File: src/logic/obs_support_defines.svh
/*
  Build-time sizes for the bus observer:
  outstanding address-phase count width and number of watched buses
*/

`ifndef OBS_SUPPORT_DEFINES_SVH
`define OBS_SUPPORT_DEFINES_SVH

// ---------------------------------------------------------------------------
// Counter sizing
// ---------------------------------------------------------------------------
// Width of the outstanding address-phase count
`define OBS_CNT_W 8

// ---------------------------------------------------------------------------
// Bus sizing
// ---------------------------------------------------------------------------
// Instruction fetch bus and data bus
`define OBS_NUM_BUS 2

`endif

File: src/logic/obs_support_pkg.sv
/*
  Shared types for the bus observer:
  program-counter source encoding and controller status struct
*/

`default_nettype none

package obs_support_pkg;

  // -------------------------------------------------------------------------
  // Program-counter source, as chosen by the controller
  // -------------------------------------------------------------------------
  // Exception traps are PC_TRAP_EXC and PC_TRAP_DBE
  // PC_TRAP_IRQ is an interrupt and does not count as one
  typedef enum logic [2:0] {
    PC_BOOT     = 3'd0,
    PC_JUMP     = 3'd1,
    PC_BRANCH   = 3'd2,
    PC_TRAP_EXC = 3'd3,
    PC_TRAP_IRQ = 3'd4,
    PC_TRAP_DBE = 3'd5,
    PC_TRAP_DBD = 3'd6,
    PC_DRET     = 3'd7
  } pc_mux_e;

  // -------------------------------------------------------------------------
  // Controller status seen in writeback
  // -------------------------------------------------------------------------
  // 4 bits, pc_set in the top bit
  typedef struct packed {
    // New PC is being loaded this cycle
    logic    pc_set;
    // Source of that PC
    pc_mux_e pc_mux;
  } ctrl_fsm_t;

endpackage

`default_nettype wire

File: src/logic/obi_obs_if.sv
/*
  Observed strobes of one OBI bus
  Read-only modport for the trackers
*/

`timescale 1ns/100ps
`default_nettype none

interface obi_obs_if;

  // -------------------------------------------------------------------------
  // Address phase strobes
  // -------------------------------------------------------------------------
  // Request from the core
  logic req;
  // Grant from the slave
  logic gnt;

  // -------------------------------------------------------------------------
  // Response phase strobes
  // -------------------------------------------------------------------------
  // Response valid from the slave
  logic rvalid;
  // Response ready from the core, may stall
  logic rready;

  // Trackers only sample, nothing is driven back
  modport observer (
    input req,
    input gnt,
    input rvalid,
    input rready
  );

endinterface

`default_nettype wire

File: src/logic/obi_phase_tracker.sv
/*
  Phase tracker for one OBI bus
  Continued address and response phase flags, outstanding address-phase count
*/

`timescale 1ns/100ps
`default_nettype none

`include "obs_support_defines.svh"

module obi_phase_tracker (
  input  logic                  clk_i,
  input  logic                  rst_ni,
  obi_obs_if.observer           bus_i,
  output logic                  addr_ph_cont_o,
  output logic                  resp_ph_cont_o,
  output logic [`OBS_CNT_W-1:0] addr_ph_cnt_o
);

  // -------------------------------------------------------------------------
  // Phase completion
  // -------------------------------------------------------------------------
  // Address phase ends on req with gnt
  logic addr_ph_done;
  // Response phase ends on rvalid with rready
  logic resp_ph_done;

  assign addr_ph_done = bus_i.req & bus_i.gnt;
  assign resp_ph_done = bus_i.rvalid & bus_i.rready;

  // -------------------------------------------------------------------------
  // Continued phase flags
  // -------------------------------------------------------------------------
  // Address flag high when req waits for gnt
  // Response flag high when rvalid waits for rready
  always_ff @(posedge clk_i or negedge rst_ni) begin
    if (!rst_ni) begin
      addr_ph_cont_o <= 1'b0;
      resp_ph_cont_o <= 1'b0;
    end else begin
      addr_ph_cont_o <= bus_i.req & ~bus_i.gnt;
      resp_ph_cont_o <= bus_i.rvalid & ~bus_i.rready;
    end
  end

  // -------------------------------------------------------------------------
  // Outstanding address-phase count
  // -------------------------------------------------------------------------
  // Count is zero, blocks a decrement
  logic cnt_empty;

  assign cnt_empty = (addr_ph_cnt_o == '0);

  // Both phases in one cycle cancel out
  // A response with nothing outstanding leaves the count at zero
  always_ff @(posedge clk_i or negedge rst_ni) begin
    if (!rst_ni) begin
      addr_ph_cnt_o <= '0;
    end else begin
      if (addr_ph_done && !resp_ph_done) begin
        // New address phase waiting for its response
        addr_ph_cnt_o <= addr_ph_cnt_o + 1'b1;
      end else if (!addr_ph_done && resp_ph_done && !cnt_empty) begin
        // One outstanding phase answered
        addr_ph_cnt_o <= addr_ph_cnt_o - 1'b1;
      end
    end
  end

endmodule

`default_nettype wire

File: src/logic/obs_support_top.sv
/*
  Observer top level
  Instruction and data bus phase trackers plus trap request tracker
*/

`timescale 1ns/100ps
`default_nettype none

`include "obs_support_defines.svh"

module obs_support_top (
  input  logic                      clk_i,
  input  logic                      rst_ni,
  // Instruction fetch bus
  input  logic                      instr_req_i,
  input  logic                      instr_gnt_i,
  input  logic                      instr_rvalid_i,
  input  logic                      instr_rready_i,
  // Data bus
  input  logic                      data_req_i,
  input  logic                      data_gnt_i,
  input  logic                      data_rvalid_i,
  input  logic                      data_rready_i,
  // Controller status and retirement
  input  logic                      ctrl_pc_set_i,
  input  obs_support_pkg::pc_mux_e  ctrl_pc_mux_i,
  input  logic                      rvfi_valid_i,
  // Indicators
  output logic                      instr_addr_ph_cont_o,
  output logic                      instr_resp_ph_cont_o,
  output logic [`OBS_CNT_W-1:0]     instr_addr_ph_cnt_o,
  output logic                      data_addr_ph_cont_o,
  output logic                      data_resp_ph_cont_o,
  output logic [`OBS_CNT_W-1:0]     data_addr_ph_cnt_o,
  output logic                      req_after_exc_o
);

  // -------------------------------------------------------------------------
  // Per-bus strobes, bit 0 instruction, bit 1 data
  // -------------------------------------------------------------------------
  logic [`OBS_NUM_BUS-1:0] bus_req;
  logic [`OBS_NUM_BUS-1:0] bus_gnt;
  logic [`OBS_NUM_BUS-1:0] bus_rvalid;
  logic [`OBS_NUM_BUS-1:0] bus_rready;

  assign bus_req    = {data_req_i, instr_req_i};
  assign bus_gnt    = {data_gnt_i, instr_gnt_i};
  assign bus_rvalid = {data_rvalid_i, instr_rvalid_i};
  assign bus_rready = {data_rready_i, instr_rready_i};

  obi_obs_if u_instr_if ();
  obi_obs_if u_data_if ();

  assign u_instr_if.req    = bus_req[0];
  assign u_instr_if.gnt    = bus_gnt[0];
  assign u_instr_if.rvalid = bus_rvalid[0];
  assign u_instr_if.rready = bus_rready[0];

  assign u_data_if.req     = bus_req[1];
  assign u_data_if.gnt     = bus_gnt[1];
  assign u_data_if.rvalid  = bus_rvalid[1];
  assign u_data_if.rready  = bus_rready[1];

  // -------------------------------------------------------------------------
  // Phase trackers
  // -------------------------------------------------------------------------
  obi_phase_tracker u_instr_trk (
    .clk_i          (clk_i),
    .rst_ni         (rst_ni),
    .bus_i          (u_instr_if),
    .addr_ph_cont_o (instr_addr_ph_cont_o),
    .resp_ph_cont_o (instr_resp_ph_cont_o),
    .addr_ph_cnt_o  (instr_addr_ph_cnt_o)
  );

  obi_phase_tracker u_data_trk (
    .clk_i          (clk_i),
    .rst_ni         (rst_ni),
    .bus_i          (u_data_if),
    .addr_ph_cont_o (data_addr_ph_cont_o),
    .resp_ph_cont_o (data_resp_ph_cont_o),
    .addr_ph_cnt_o  (data_addr_ph_cnt_o)
  );

  // -------------------------------------------------------------------------
  // Trap tracking on the data bus
  // -------------------------------------------------------------------------
  // Controller status packed as writeback presents it
  obs_support_pkg::ctrl_fsm_t ctrl_fsm;

  assign ctrl_fsm.pc_set = ctrl_pc_set_i;
  assign ctrl_fsm.pc_mux = ctrl_pc_mux_i;

  trap_req_tracker u_trap_trk (
    .clk_i           (clk_i),
    .rst_ni          (rst_ni),
    .ctrl_fsm_i      (ctrl_fsm),
    .rvfi_valid_i    (rvfi_valid_i),
    .data_bus_i      (u_data_if),
    .req_after_exc_o (req_after_exc_o)
  );

endmodule

`default_nettype wire

File: src/logic/trap_req_tracker.sv
/*
  Trap entry tracker
  Flags data requests issued after an exception trap, before the next retirement
*/

`timescale 1ns/100ps
`default_nettype none

module trap_req_tracker (
  input  logic                        clk_i,
  input  logic                        rst_ni,
  input  obs_support_pkg::ctrl_fsm_t  ctrl_fsm_i,
  input  logic                        rvfi_valid_i,
  obi_obs_if.observer                 data_bus_i,
  output logic                        req_after_exc_o
);

  // -------------------------------------------------------------------------
  // Trap decode
  // -------------------------------------------------------------------------
  // Exception or bus-error trap taken in writeback
  logic exc_trap;

  // Interrupts and jumps are not counted
  assign exc_trap = ctrl_fsm_i.pc_set &&
                    ((ctrl_fsm_i.pc_mux == obs_support_pkg::PC_TRAP_EXC) ||
                     (ctrl_fsm_i.pc_mux == obs_support_pkg::PC_TRAP_DBE));

  // -------------------------------------------------------------------------
  // Tracking state
  // -------------------------------------------------------------------------
  // Data grant from the previous cycle
  logic gnt_q;
  // Trap taken, no retirement since
  logic exception_active;
  // New data request with a grant seen last cycle
  logic req_with_gnt_q;

  assign req_with_gnt_q = data_bus_i.req & gnt_q;

  always_ff @(posedge clk_i or negedge rst_ni) begin
    if (!rst_ni) begin
      gnt_q            <= 1'b0;
      exception_active <= 1'b0;
      req_after_exc_o  <= 1'b0;
    end else begin
      gnt_q <= data_bus_i.gnt;

      if (exc_trap) begin
        // Trap wins over a retirement in the same cycle
        exception_active <= 1'b1;
        if (req_with_gnt_q) begin
          req_after_exc_o <= 1'b1;
        end
      end else if (rvfi_valid_i) begin
        // Next instruction retired, window closed
        exception_active <= 1'b0;
        req_after_exc_o  <= 1'b0;
      end else if (exception_active && req_with_gnt_q) begin
        req_after_exc_o <= 1'b1;
      end
    end
  end

endmodule

`default_nettype wire

File: config.mk
export PLATFORM = sky130hd
export DESIGN_NAME = obs_support_top
export DESIGN_NICKNAME = d
export VERILOG_FILES = /design/src/logic/obs_support_pkg.sv /design/src/logic/obi_obs_if.sv /design/src/logic/obi_phase_tracker.sv /design/src/logic/obs_support_top.sv /design/src/logic/trap_req_tracker.sv
export VERILOG_INCLUDE_DIRS = /design/src /design/src/logic
export SDC_FILE = /design/constraint.sdc
export NUM_CORES = 1
export LEC_CHECK = 0
export ABC_AREA = 0
export BUFFER_PORTS_ARGS = -buffer_cell sky130_fd_sc_hd__buf_2
export CAP_MARGIN = 20
export CORE_ASPECT_RATIO = 1.5
export CORE_MARGIN = 4
export CORE_UTILIZATION = 40
export CTS_BUF_LIST = sky130_fd_sc_hd__clkbuf_4
export CTS_CLUSTER_SIZE = 24
export DETAILED_ROUTE_END_ITERATION = 7
export PLACE_DENSITY = 0.68
export SLEW_MARGIN = 5
export SYNTH_ARGS = -nofsm -noshare
export SYNTH_HDL_FRONTEND = slang
export SYNTH_SLANG_ARGS = --single-unit
export TNS_END_PERCENT = 20
File: constraint.sdc
create_clock -name clk_i -period 1.65 [get_ports clk_i]
set_input_delay 0.33 -clock clk_i [delete_from_list [all_inputs] [get_ports clk_i]]
set_output_delay 0.33 -clock clk_i [all_outputs]
set_load 0.03 [all_outputs]
**Word level (Yosys, flattened, before mapping)**

Cells that the tools add are included.

- Register bits: 23
- Bits of input ports: 15
- Word-level logic and storage cells: 61

- Mux-type cells: 10
- Reduce and logical (&&, ||, !) cells: 22
- Add/sub/neg operators: 4
- Eq/ne operators: 3
- Bitwise logic cells: 13

Operators by type and width:

| cell | number |
|---|---|
| 8-bit 2-to-1 mux | 4 |
| 8-bit by 1-bit adder with 8-bit output (second input constant) | 2 |
| 8-bit zero test | 2 |
| 8-bit by 1-bit subtractor with 8-bit output (second input constant) | 2 |
| 1-bit AND | 9 |
| 1-bit logical AND | 8 |
| 1-bit zero test | 6 |
| 1-bit 2-to-1 mux | 6 |
| 2-bit nonzero test | 3 |
| 1-bit NOT | 4 |
| 3-bit by 2-bit equality test with 1-bit output (second input constant) | 1 |
| 3-bit equality test (second input constant) | 1 |
| 3-bit nonzero test | 1 |
| 2-bit inequality test (second input constant) | 1 |
| 2-bit AND reduction | 1 |
| 1-bit logical OR | 1 |

**Depth between registers and ports, before layout**

Gate-level depths: netlist of run 1.

- Depth in word-level cells: 6
- Gate-level depth with buffers: 7

**By module**

Synthesis of run 1 repeated with hierarchy kept, for this count alone.

- Cell total of the unflattened synthesis: 150
- Area, all modules: 1585.3 µm²

By module, submodules not included:

| module | seq. area each (µm²) | area each (µm²) | cells an instance | times used |
|---|---|---|---|---|
| obi_phase_tracker | 250.2 | 733.2 | 70 | 2 |
| trap_req_tracker | 75.1 | 118.9 | 10 | 1 |

**Worst setup path before layout of run 1**

No wires, ideal clock.

- Path kind: in2reg
- From: input port data_rready_i
- To: register u_data_trk.addr_ph_cnt_o[5]
- Slack: -492 ps
- Stages: 7
- Library setup time: 134 ps
- Data required time: 1516 ps
- Arrival time: 2008 ps
- Cells stage by stage: nand2_1 nand3_1 ha_1 a211o_1 and4_1 a2111oi_0 o21ai_0

- Cells in the longest elaborated chain, start to end: 4
- Elaborated cells on any way between the ends: 7
- Classes of those cells: 1 x mux; 1 x bitwise; 5 x reduce/logical

Ends and longest elaborated chain:

| what | line | RTL |
|---|---|---|
| from (decl) | obs_support_top.sv:23 | `input logic data_rready_i,` |
| 1-bit AND * | obi_phase_tracker.sv:29 | `assign resp_ph_done = bus_i.rvalid & bus_i.rready;` |
| 1-bit zero test or 1-bit logical AND (tied branches) | obi_phase_tracker.sv:60, obi_phase_tracker.sv:63 |  |
| 1-bit logical AND, on equally long branches | obi_phase_tracker.sv:60, obi_phase_tracker.sv:63 |  |
| 8-bit 2-to-1 mux or 2-bit nonzero test (tied branches) | -- |  |
| to (signal assigned) | obi_phase_tracker.sv:62 | `addr_ph_cnt_o <= addr_ph_cnt_o + 1'b1;` |
| to (signal assigned) | obi_phase_tracker.sv:65 | `addr_ph_cnt_o <= addr_ph_cnt_o - 1'b1;` |
| to (decl) | obi_phase_tracker.sv:17 | `` output logic [`OBS_CNT_W-1:0] addr_ph_cnt_o `` |

Every way passes the cells marked *; elsewhere a longest branch is shown, timed or not.
A chain may end at the register's enable or synchronous reset.

**Final worst setup path of run 1**

- From: register u_data_trk.addr_ph_cnt_o[1]
- To: register u_data_trk.addr_ph_cnt_o[7]

- Cells in the longest elaborated chain, start to end: 4
- Elaborated cells on any way between the ends: 8
- Classes of those cells: 2 x add/sub; 2 x mux; 4 x reduce/logical

Ends and longest elaborated chain:

| what |
|---|
| branches (longest 4 deep; another with 8-bit by 1-bit subtractor with 8-bit output) |

Several ways; the timed one is not identified. The select of a mux whose other input is x is not followed.

==> insert_results.sql, run 1 <==
INSERT INTO impl_metrics (metric_group, metric, value, unit) VALUES
('status', 'outcome', 'finished with violations', ''),
('status', 'violations', 'negative setup slack', ''),
('global_route', 'track_usage', '0.203', ''),
('timing', 'worst_slack', '-0.0951', 'ns'),
('synth', 'top_area_cell_type_share_of_the_netlist_area', '0.354', ''),
('drt', 'route.detailed.drc', '0', ''),
('job', 'cap_viol_max_count', '0', ''),
('layout', 'nFillCells', '305', ''),
('setup_path', 'path_cells', 'ha_4 > a211o_4 > a41oi_2 > o21ai_0 > o311ai_1', ''),
('setup_path', 'reg2reg_depth', '5', ''),
('global_route', 'grt_start_max_net_pins', '24', ''),
('setup_path', 'r2r_end', 'u_data_trk.addr_ph_cnt_o[7]', ''),
('synth', 'synth_top_cell_by_area', 'sky130_fd_sc_hd__dfrtp_1', ''),
('die', 'initial_core_util', '0.415', ''),
('pwr', 'leakage_power', '1.14', 'nW'),
('placement', 'number_of_input_and_output_port_buffers_inserted', '35', ''),
('synth', 'synth.area.top_cells', 'sky130_fd_sc_hd__dfrtp_1, sky130_fd_sc_hd__ha_1, sky130_fd_sc_hd__mux2_4', ''),
('global_route', 'groute.layer.met1.usage', '0.198', ''),
('pwr', 'fin_total_pwr', '5.43', 'mW'),
('synth', 'synth_sequential_area_ratio', '0.354', ''),
('global_route', 'global_route.peak_usage_layer', 'met2', ''),
('drt', 'detail_route.vias_per_cell', '5.90', ''),
('global_route', 'number_of_global_route_vias_before_repair', '1809', ''),
('global_route', 'first_pass_grt_wire_length', '8070', 'um'),
('timing', 'max-slew-margin-rel', '0.654', ''),
('setup_path', 'crit_slowest_cell', 'sky130_fd_sc_hd__dfrtp_2', ''),
('setup_path', 'critPathCapture', 'u_data_trk.addr_ph_cnt_o[7]', ''),
('synth', 'edff_count_synth', '0', ''),
('drt', 'avgRoutedWirePerCell', '16.9', 'um'),
('layout', 'final_cell_count_no_fill', '293', ''),
('global_route', 'groute.layer.met3.usage', '0.0226', ''),
('setup_path', 'worst_setup_path_start_kind', 'flop', ''),
('clock_tree', 'path_clk_slew', '0.13', 'ns'),
('timing', 'final.hold.worst_slack', '0.205', 'ns'),
('synth', 'synth.cell_area', '1630', 'um^2'),
('setup_path', 'setup.worst_path.class', 'reg2reg', ''),
('drt', 'drt-total-wl', '4970', 'um'),
('timing', 'timing.fmax', '573', 'MHz'),
('die', 'ios', '36', ''),
('clock_tree', 'cts-root-buf', 'sky130_fd_sc_hd__clkbuf_4', ''),
('layout', 'layout.nets', '278', ''),
('setup_path', 'worstReg2RegStart', 'u_data_trk.addr_ph_cnt_o[1]', ''),
('timing', 'period_share', '1.06', ''),
('timing', 'hold_viol', '0', ''),
('global_route', 'global_route.overflow_total', '0', ''),
('layout', 'layout_commonest_cell', 'sky130_fd_sc_hd__buf_4', ''),
('synth', 'synth-warning-count', '0', ''),
('setup_path', 'startpoint', 'u_data_trk.addr_ph_cnt_o[1]', ''),
('die', 'floorplan.die.height', '86.1', 'um'),
('setup_path', 'r2r_slack', '-0.1', 'ns'),
('worst_hold_path', 'holdCritPathClass', 'in2reg', ''),
('setup_path', 'cpPeakStageDelay', '0.48', 'ns'),
('die', 'die_x', '60.1', 'um'),
('placement', 'placement.setup.worst_slack', '-0.550', 'ns'),
('drt', 'firstDrtPassIters', '6', ''),
('layout', 'area_delta_synth_final', '59.9', '%'),
('placement', 'gp_routability_congestion', '0.973', ''),
('drt', 'vias', '1729', ''),
('timing', 'slew_violations', '0', ''),
('setup_path', 'critical_path_peak_fanout', '5', ''),
('setup_path', 'worst_setup_path_end_kind', 'flop', ''),
('global_route', 'antenna_found_initial', '0', ''),
('die', 'floorplan.rows', '28', ''),
('setup_path', 'crit_required', '1.88', 'ns'),
('timing', 'setup_viol_count_final', '6', ''),
('drt', 'ant_nets', '0', ''),
('placement', 'detailed_place_hpwl', '3870', 'um'),
('global_route', 'globalRouteMet2Util', '0.389', ''),
('synth', 'postSynth.topFlopCell', 'sky130_fd_sc_hd__dfrtp_1', ''),
('timing', 'skew', '0.00291', 'ns'),
('synth', 'synthDistinctLibCells', '39', '');
-- cell usage after synthesis (all sizes together), types with 2 or more instances --
library cell  count
a2111oi           3
nand2b            2
nor3b             3
o21ai             9
a221oi            2
a21oi             4
mux2              6
o31ai             3
a221o             3
inv               7
nand4             2
and3              3
o21a              2
or4               2
buf               2
a31o              2
a21o              6
nor4              4
dfrtp            23
o311ai            4
o2111ai           2
and2              2
a31oi             2
a211o             2
a32o              2
nand2             4
ha               12
nand3            11
a41oi             2
nor2b             7
xnor2             4
nor2              2
a211oi            6
fa                2
-- kinds of logic (layout without fill, tap and decap cells) --
family	after synthesis	in the layout	synth area share
buffers and inverters	9	98	0.0300
AO/OA/AOI/OAI	55	55	0.253
adder cells (fa/ha/maj)	14	14	0.117
XOR/XNOR	5	5	0.0269
AND/OR/NAND/NOR	45	47	0.164
multiplexers	6	6	0.0554
flip-flops	23	23	0.354
-- flip-flops by register name, summed over array words and instances, names as in the netlist --
register and flops:
u_data_trk.addr_ph_cont_o 1, u_instr_trk.addr_ph_cnt_o 8, u_data_trk.resp_ph_cont_o 1, u_trap_trk.gnt_q 1, u_instr_trk.resp_ph_cont_o 1, u_trap_trk.exception_active 1
u_data_trk.addr_ph_cnt_o 8, u_instr_trk.addr_ph_cont_o 1, u_trap_trk.req_after_exc_o 1
-- routing by layer --
metal	vias to the layer above	share of wire
met2	44	0.58
met5	-	0
met4	0	0.037
met1	850	0.36
li1	820	-
met3	15	0.027
-- worst max-delay path, delay by kind of cell (launching register included) --
kind / cells / cell delay, ns
adder cells (fa/ha/maj): 1 / 0.26
AO/OA/AOI/OAI: 4 / 0.92
flip-flops: 1 / 0.48
-- power breakdown --
group | switching, mW | leakage, nW | internal (mW) | total [mW]
Combinational | 1.97 | 0.846 | 2.09 | 4.06
Sequential | 0.307 | 0.275 | 0.789 | 1.10
Clock | 0.184 | 0.0177 | 0.0910 | 0.275
-- repair_timing --
| item | in CTS | in global routing |
|---|---|---|
| hold buffers | 1 | 0 |
| hold endpoints to repair | 23 | 0 |
| setup endpoints to repair | 13 | 12 |
| pin swaps | 13 | 5 |
| gates cloned | 2 | 0 |
| buffers inserted | 2 | 0 |
| gates resized for setup | 17 | 8 |
-- worst min path at each step --
| stage | startpoint | end | slack, ns | cells after the start |
|---|---|---|---|---|
| after floorplan | rst_ni | u_data_trk.addr_ph_cnt_o[0] | 0.03 | 0 |
| after global placement | rst_ni | u_data_trk.resp_ph_cont_o | 0.33 | 1 |
| after detailed placement | rst_ni | u_data_trk.addr_ph_cont_o | 0.34 | 1 |
| after CTS | rvfi_valid_i | u_trap_trk.exception_active | 0.20 | 2 |
| after global routing | rvfi_valid_i | u_trap_trk.exception_active | 0.20 | 2 |
| final | rvfi_valid_i | u_trap_trk.exception_active | 0.20 | 2 |
-- area by class of cell --
| class | instances | share of cell area |
|---|---|---|
| Tap cell | 45 | 0.0216 |
| Multi-Input combinational cell | 127 | 0.515 |
| Clock buffer | 3 | 0.00866 |
| Timing Repair Buffer | 87 | 0.218 |
| Inverter | 7 | 0.0101 |
| Sequential cell | 23 | 0.224 |
| Clock inverter | 1 | 0.00192 |
-- stage by stage --
stage	TNS, ns	utilization	cell area (um^2)
5_1_grt	-0.950	0.663	2600
3_3_place_gp	-3.78	0.618	2430
4_1_cts	-0.405	0.655	2570
6_report	-0.347	0.663	2600
2_1_floorplan	-1.45	-	1850
3_5_place_dp	-4.39	0.618	2430
No activity file was read; power rests on OpenSTA's default activity.
==> inputs of run 2 (changes only) <==
--- a/config.mk
+++ b/config.mk
@@ -16,6 +16,7 @@
 export CTS_CLUSTER_SIZE = 24
 export DETAILED_ROUTE_END_ITERATION = 7
 export PLACE_DENSITY = 0.68
+export REMOVE_ABC_BUFFERS = 1
 export SLEW_MARGIN = 5
 export SYNTH_ARGS = -nofsm -noshare
 export SYNTH_HDL_FRONTEND = slang
==> run 2 against run 1 <==
Against the previous run:
- the flow still finishes with violations (negative setup slack)
- first-iteration DRC count is 36% higher
- worst hold slack worse by 0.056 ns
- clock skew is 0.0083 ns higher
- routed wire length is 7.5% higher
- final cell count is 3.8% higher
- non-clock buffer count is 13 higher
- core utilization is 4.0 points higher
- die area stayed put
==> insert_results.sql, run 2 (synthesized netlist as in run 1, its figures left out) <==
INSERT INTO impl_metrics (metric_group, metric, value, unit) VALUES
('status', 'outcome', 'finished with violations', ''),
('status', 'violations', 'negative setup slack', ''),
('pwr', 'power_per_cell_area', '2170', 'nW/um^2'),
('placement', 'gp_routability_congestion', '0.826', ''),
('global_route', 'groute.layer.met1.usage', '0.212', ''),
('placement', 'number_of_input_and_output_port_buffers_inserted', '35', ''),
('timing', 'max-slew-margin-rel', '0.653', ''),
('timing', 'worst_slew_pin_slew', '0.520', 'ns'),
('layout', 'layout_commonest_cell', 'sky130_fd_sc_hd__buf_4', ''),
('setup_path', 'reg2reg_depth', '5', ''),
('setup_path', 'setup.worst_path.class', 'reg2reg', ''),
('setup_path', 'worstReg2RegStart', 'u_instr_trk.addr_ph_cnt_o[1]', ''),
('timing', 'slew_violations', '0', ''),
('timing', 'grt_setup_unrepaired', 'yes', ''),
('setup_path', 'r2r_slack', '-0.12', 'ns'),
('clock_tree', 'cts_buffers', '3', ''),
('timing', 'final.hold.worst_slack', '0.149', 'ns'),
('drt', 'detail_route.vias_per_cell', '5.81', ''),
('worst_hold_path', 'hold-path-cell-count', '2', ''),
('die', 'floorplan.die.height', '86.1', 'um'),
('clock_tree', 'clk_latency', '0.33', 'ns'),
('worst_hold_path', 'holdCritStartpoint', 'instr_rready_i', ''),
('timing', 'skew', '0.0112', 'ns'),
('timing', 'hold_viol', '0', ''),
('drt', 'ant_nets', '0', ''),
('timing', 'worst_slack', '-0.115', 'ns'),
('global_route', 'global_route.peak_usage_layer', 'met2', ''),
('clock_tree', 'path_clk_slew', '0.14', 'ns'),
('clock_tree', 'cts_tree', 'built', ''),
('die', 'floorplan.core_area', '3920', 'um^2'),
('die', 'die_x', '60.1', 'um'),
('clock_tree', 'cts_num_sinks', '23', ''),
('job', 'cap_viol_max_count', '0', ''),
('drt', 'drt-total-wl', '5340', 'um'),
('timing', 'min_period', '1.77', 'ns'),
('setup_path', 'worst_setup_path_start_kind', 'flop', ''),
('global_route', 'global_route.overflow_total', '0', ''),
('worst_hold_path', 'hold-path-endpoint', 'u_instr_trk.resp_ph_cont_o', ''),
('timing', 'period_share', '1.07', ''),
('timing', 'timing.fmax', '566', 'MHz'),
('layout', 'layout.nets', '289', ''),
('placement', 'post_dp_cell_area', '2300', 'um^2'),
('layout', 'layout-drive-gt1-share', '0.610', ''),
('setup_path', 'critical_path_peak_fanout', '4', ''),
('clock_tree', 'htree_num_levels', '1', ''),
('global_route', 'antenna_found_initial', '0', ''),
('pwr', 'leakage_power', '1.23', 'nW'),
('pwr', 'vdd_ir_drop_max', '1610', 'uV'),
('layout', 'largestRegisters', 'u_data_trk.addr_ph_cnt_o (8), u_instr_trk.addr_ph_cnt_o (8)', ''),
('placement', 'detailed_place_hpwl', '3620', 'um'),
('die', 'initial_core_util', '0.415', ''),
('layout', 'antenna_cells_inserted', '0', ''),
('layout', 'final_cell_count_no_fill', '304', ''),
('drt', 'route.detailed.drc', '0', ''),
('global_route', 'first_pass_grt_wire_length', '7930', 'um'),
('die', 'floorplan.rows', '28', ''),
('layout', 'final_util', '0.703', ''),
('clock_tree', 'cts_max_path_buffers', '2', ''),
('layout', 'most-common-layout-cells', 'sky130_fd_sc_hd__buf_4, sky130_fd_sc_hd__buf_2, sky130_fd_sc_hd__dfrtp_1', ''),
('layout', 'nFillCells', '306', ''),
('die', 'dieArea', '5170', 'um^2'),
('global_route', 'track_usage', '0.200', ''),
('setup_path', 'crit_required', '1.89', 'ns'),
('placement', 'placement.setup.worst_slack', '-0.711', 'ns'),
('clock_tree', 'cts-root-buf', 'sky130_fd_sc_hd__clkbuf_4', ''),
('placement', 'placedCellCount', '297', ''),
('global_route', 'grt_start_max_net_pins', '24', ''),
('drt', 'avgRoutedWirePerCell', '17.6', 'um'),
('timing', 'setup_viol_count_final', '11', ''),
('layout', 'area_delta_synth_final', '69.6', '%'),
('worst_hold_path', 'holdCritPathClass', 'in2reg', ''),
('die', 'ios', '36', ''),
('setup_path', 'worst_setup_path_end_kind', 'flop', ''),
('global_route', 'number_of_global_route_vias_before_repair', '1813', ''),
('layout', 'design_area', '2760', 'um^2'),
('setup_path', 'worst-endpoint-arrival', '2.00', 'ns'),
('drt', 'drt_iter0_markers', '61', ''),
('global_route', 'groute.layer.met3.usage', '0.0226', ''),
('drt', 'firstDrtPassIters', '4', ''),
('setup_path', 'r2r_end', 'u_instr_trk.addr_ph_cnt_o[7]', ''),
('drt', 'vias', '1767', ''),
('global_route', 'globalRouteMet2Util', '0.374', '');
==> run 2: cell types whose count changed in the layout (fill, tap and decap cells not counted), sizes merged <==
cell    delta
clkbuf     +1
clkinv     -1
nand3      -2
buf       +13
==> run 2: cell type report <==
| cell class | count | area [um^2] | area share |
|---|---|---|---|
| clock buffer | 4 | 30.0 | 0.0109 |
| tap | 45 | 56.3 | 0.0204 |
| inverter | 7 | 26.3 | 0.00952 |
| sequential | 23 | 579 | 0.210 |
| timing repair buffer | 100 | 692 | 0.251 |
| multi-input combinational | 125 | 1380 | 0.498 |
==> run 2: worst max-delay path: stages (launching register included) <==
cell	delay [ns]
sky130_fd_sc_hd__dfrtp_2	0.47
sky130_fd_sc_hd__ha_4	0.23
sky130_fd_sc_hd__a211o_4	0.36
sky130_fd_sc_hd__a41oi_4	0.23
sky130_fd_sc_hd__o21ai_2	0.09
sky130_fd_sc_hd__o311ai_1	0.29
==> run 2: metal layers <==
layer | share of wire | wire [um] | vias to the layer above
li1 | - | - | 837
met2 | 0.58 | 3110 | 42
met5 | 0 | 0 | -
met1 | 0.35 | 1870 | 871
met4 | 0.038 | 204 | 0
met3 | 0.029 | 155 | 17
==> run 2: worst max-delay path by stage <==
stage | from | endpoint | slack (ns) | depth (start not counted)
final | u_instr_trk.addr_ph_cnt_o[1] | u_instr_trk.addr_ph_cnt_o[7] | -0.12 | 5
after detailed placement | data_rready_i | u_data_trk.addr_ph_cnt_o[5] | -0.71 | 9
after floorplan | data_rready_i | u_data_trk.addr_ph_cnt_o[5] | -0.49 | 7
after CTS | u_data_trk.addr_ph_cnt_o[1] | u_data_trk.addr_ph_cnt_o[6] | -0.12 | 6
after global routing | u_instr_trk.addr_ph_cnt_o[1] | u_instr_trk.addr_ph_cnt_o[7] | -0.18 | 5
after global placement | data_rready_i | u_data_trk.addr_ph_cnt_o[5] | -0.66 | 9
==> run 2: power by group <==
group | internal, mW | total (mW) | switching (mW)
clock network | 0.111 | 0.294 | 0.183
registers | 0.781 | 1.06 | 0.283
logic | 2.39 | 4.62 | 2.23
total | 3.29 | 5.98 | 2.70
==> run 2: stage by stage <==
stage	TNS [ns]	power, mW
CTS	-0.854	5.42
finish	-0.722	5.98
global route	-1.51	6.39
floorplan	-3.83	2.95
detailed placement	-5.41	4.48
global placement	-5.02	4.42
==> run 2: timing repair <==
action / CTS / global route
setup endpoints to repair: 16 / 16
gates resized for setup: 43 / 31
pin swaps: 18 / 13
hold buffers: 1 / 0
buffers inserted: 4 / 0
endpoints found under the hold margin: 23 / 0
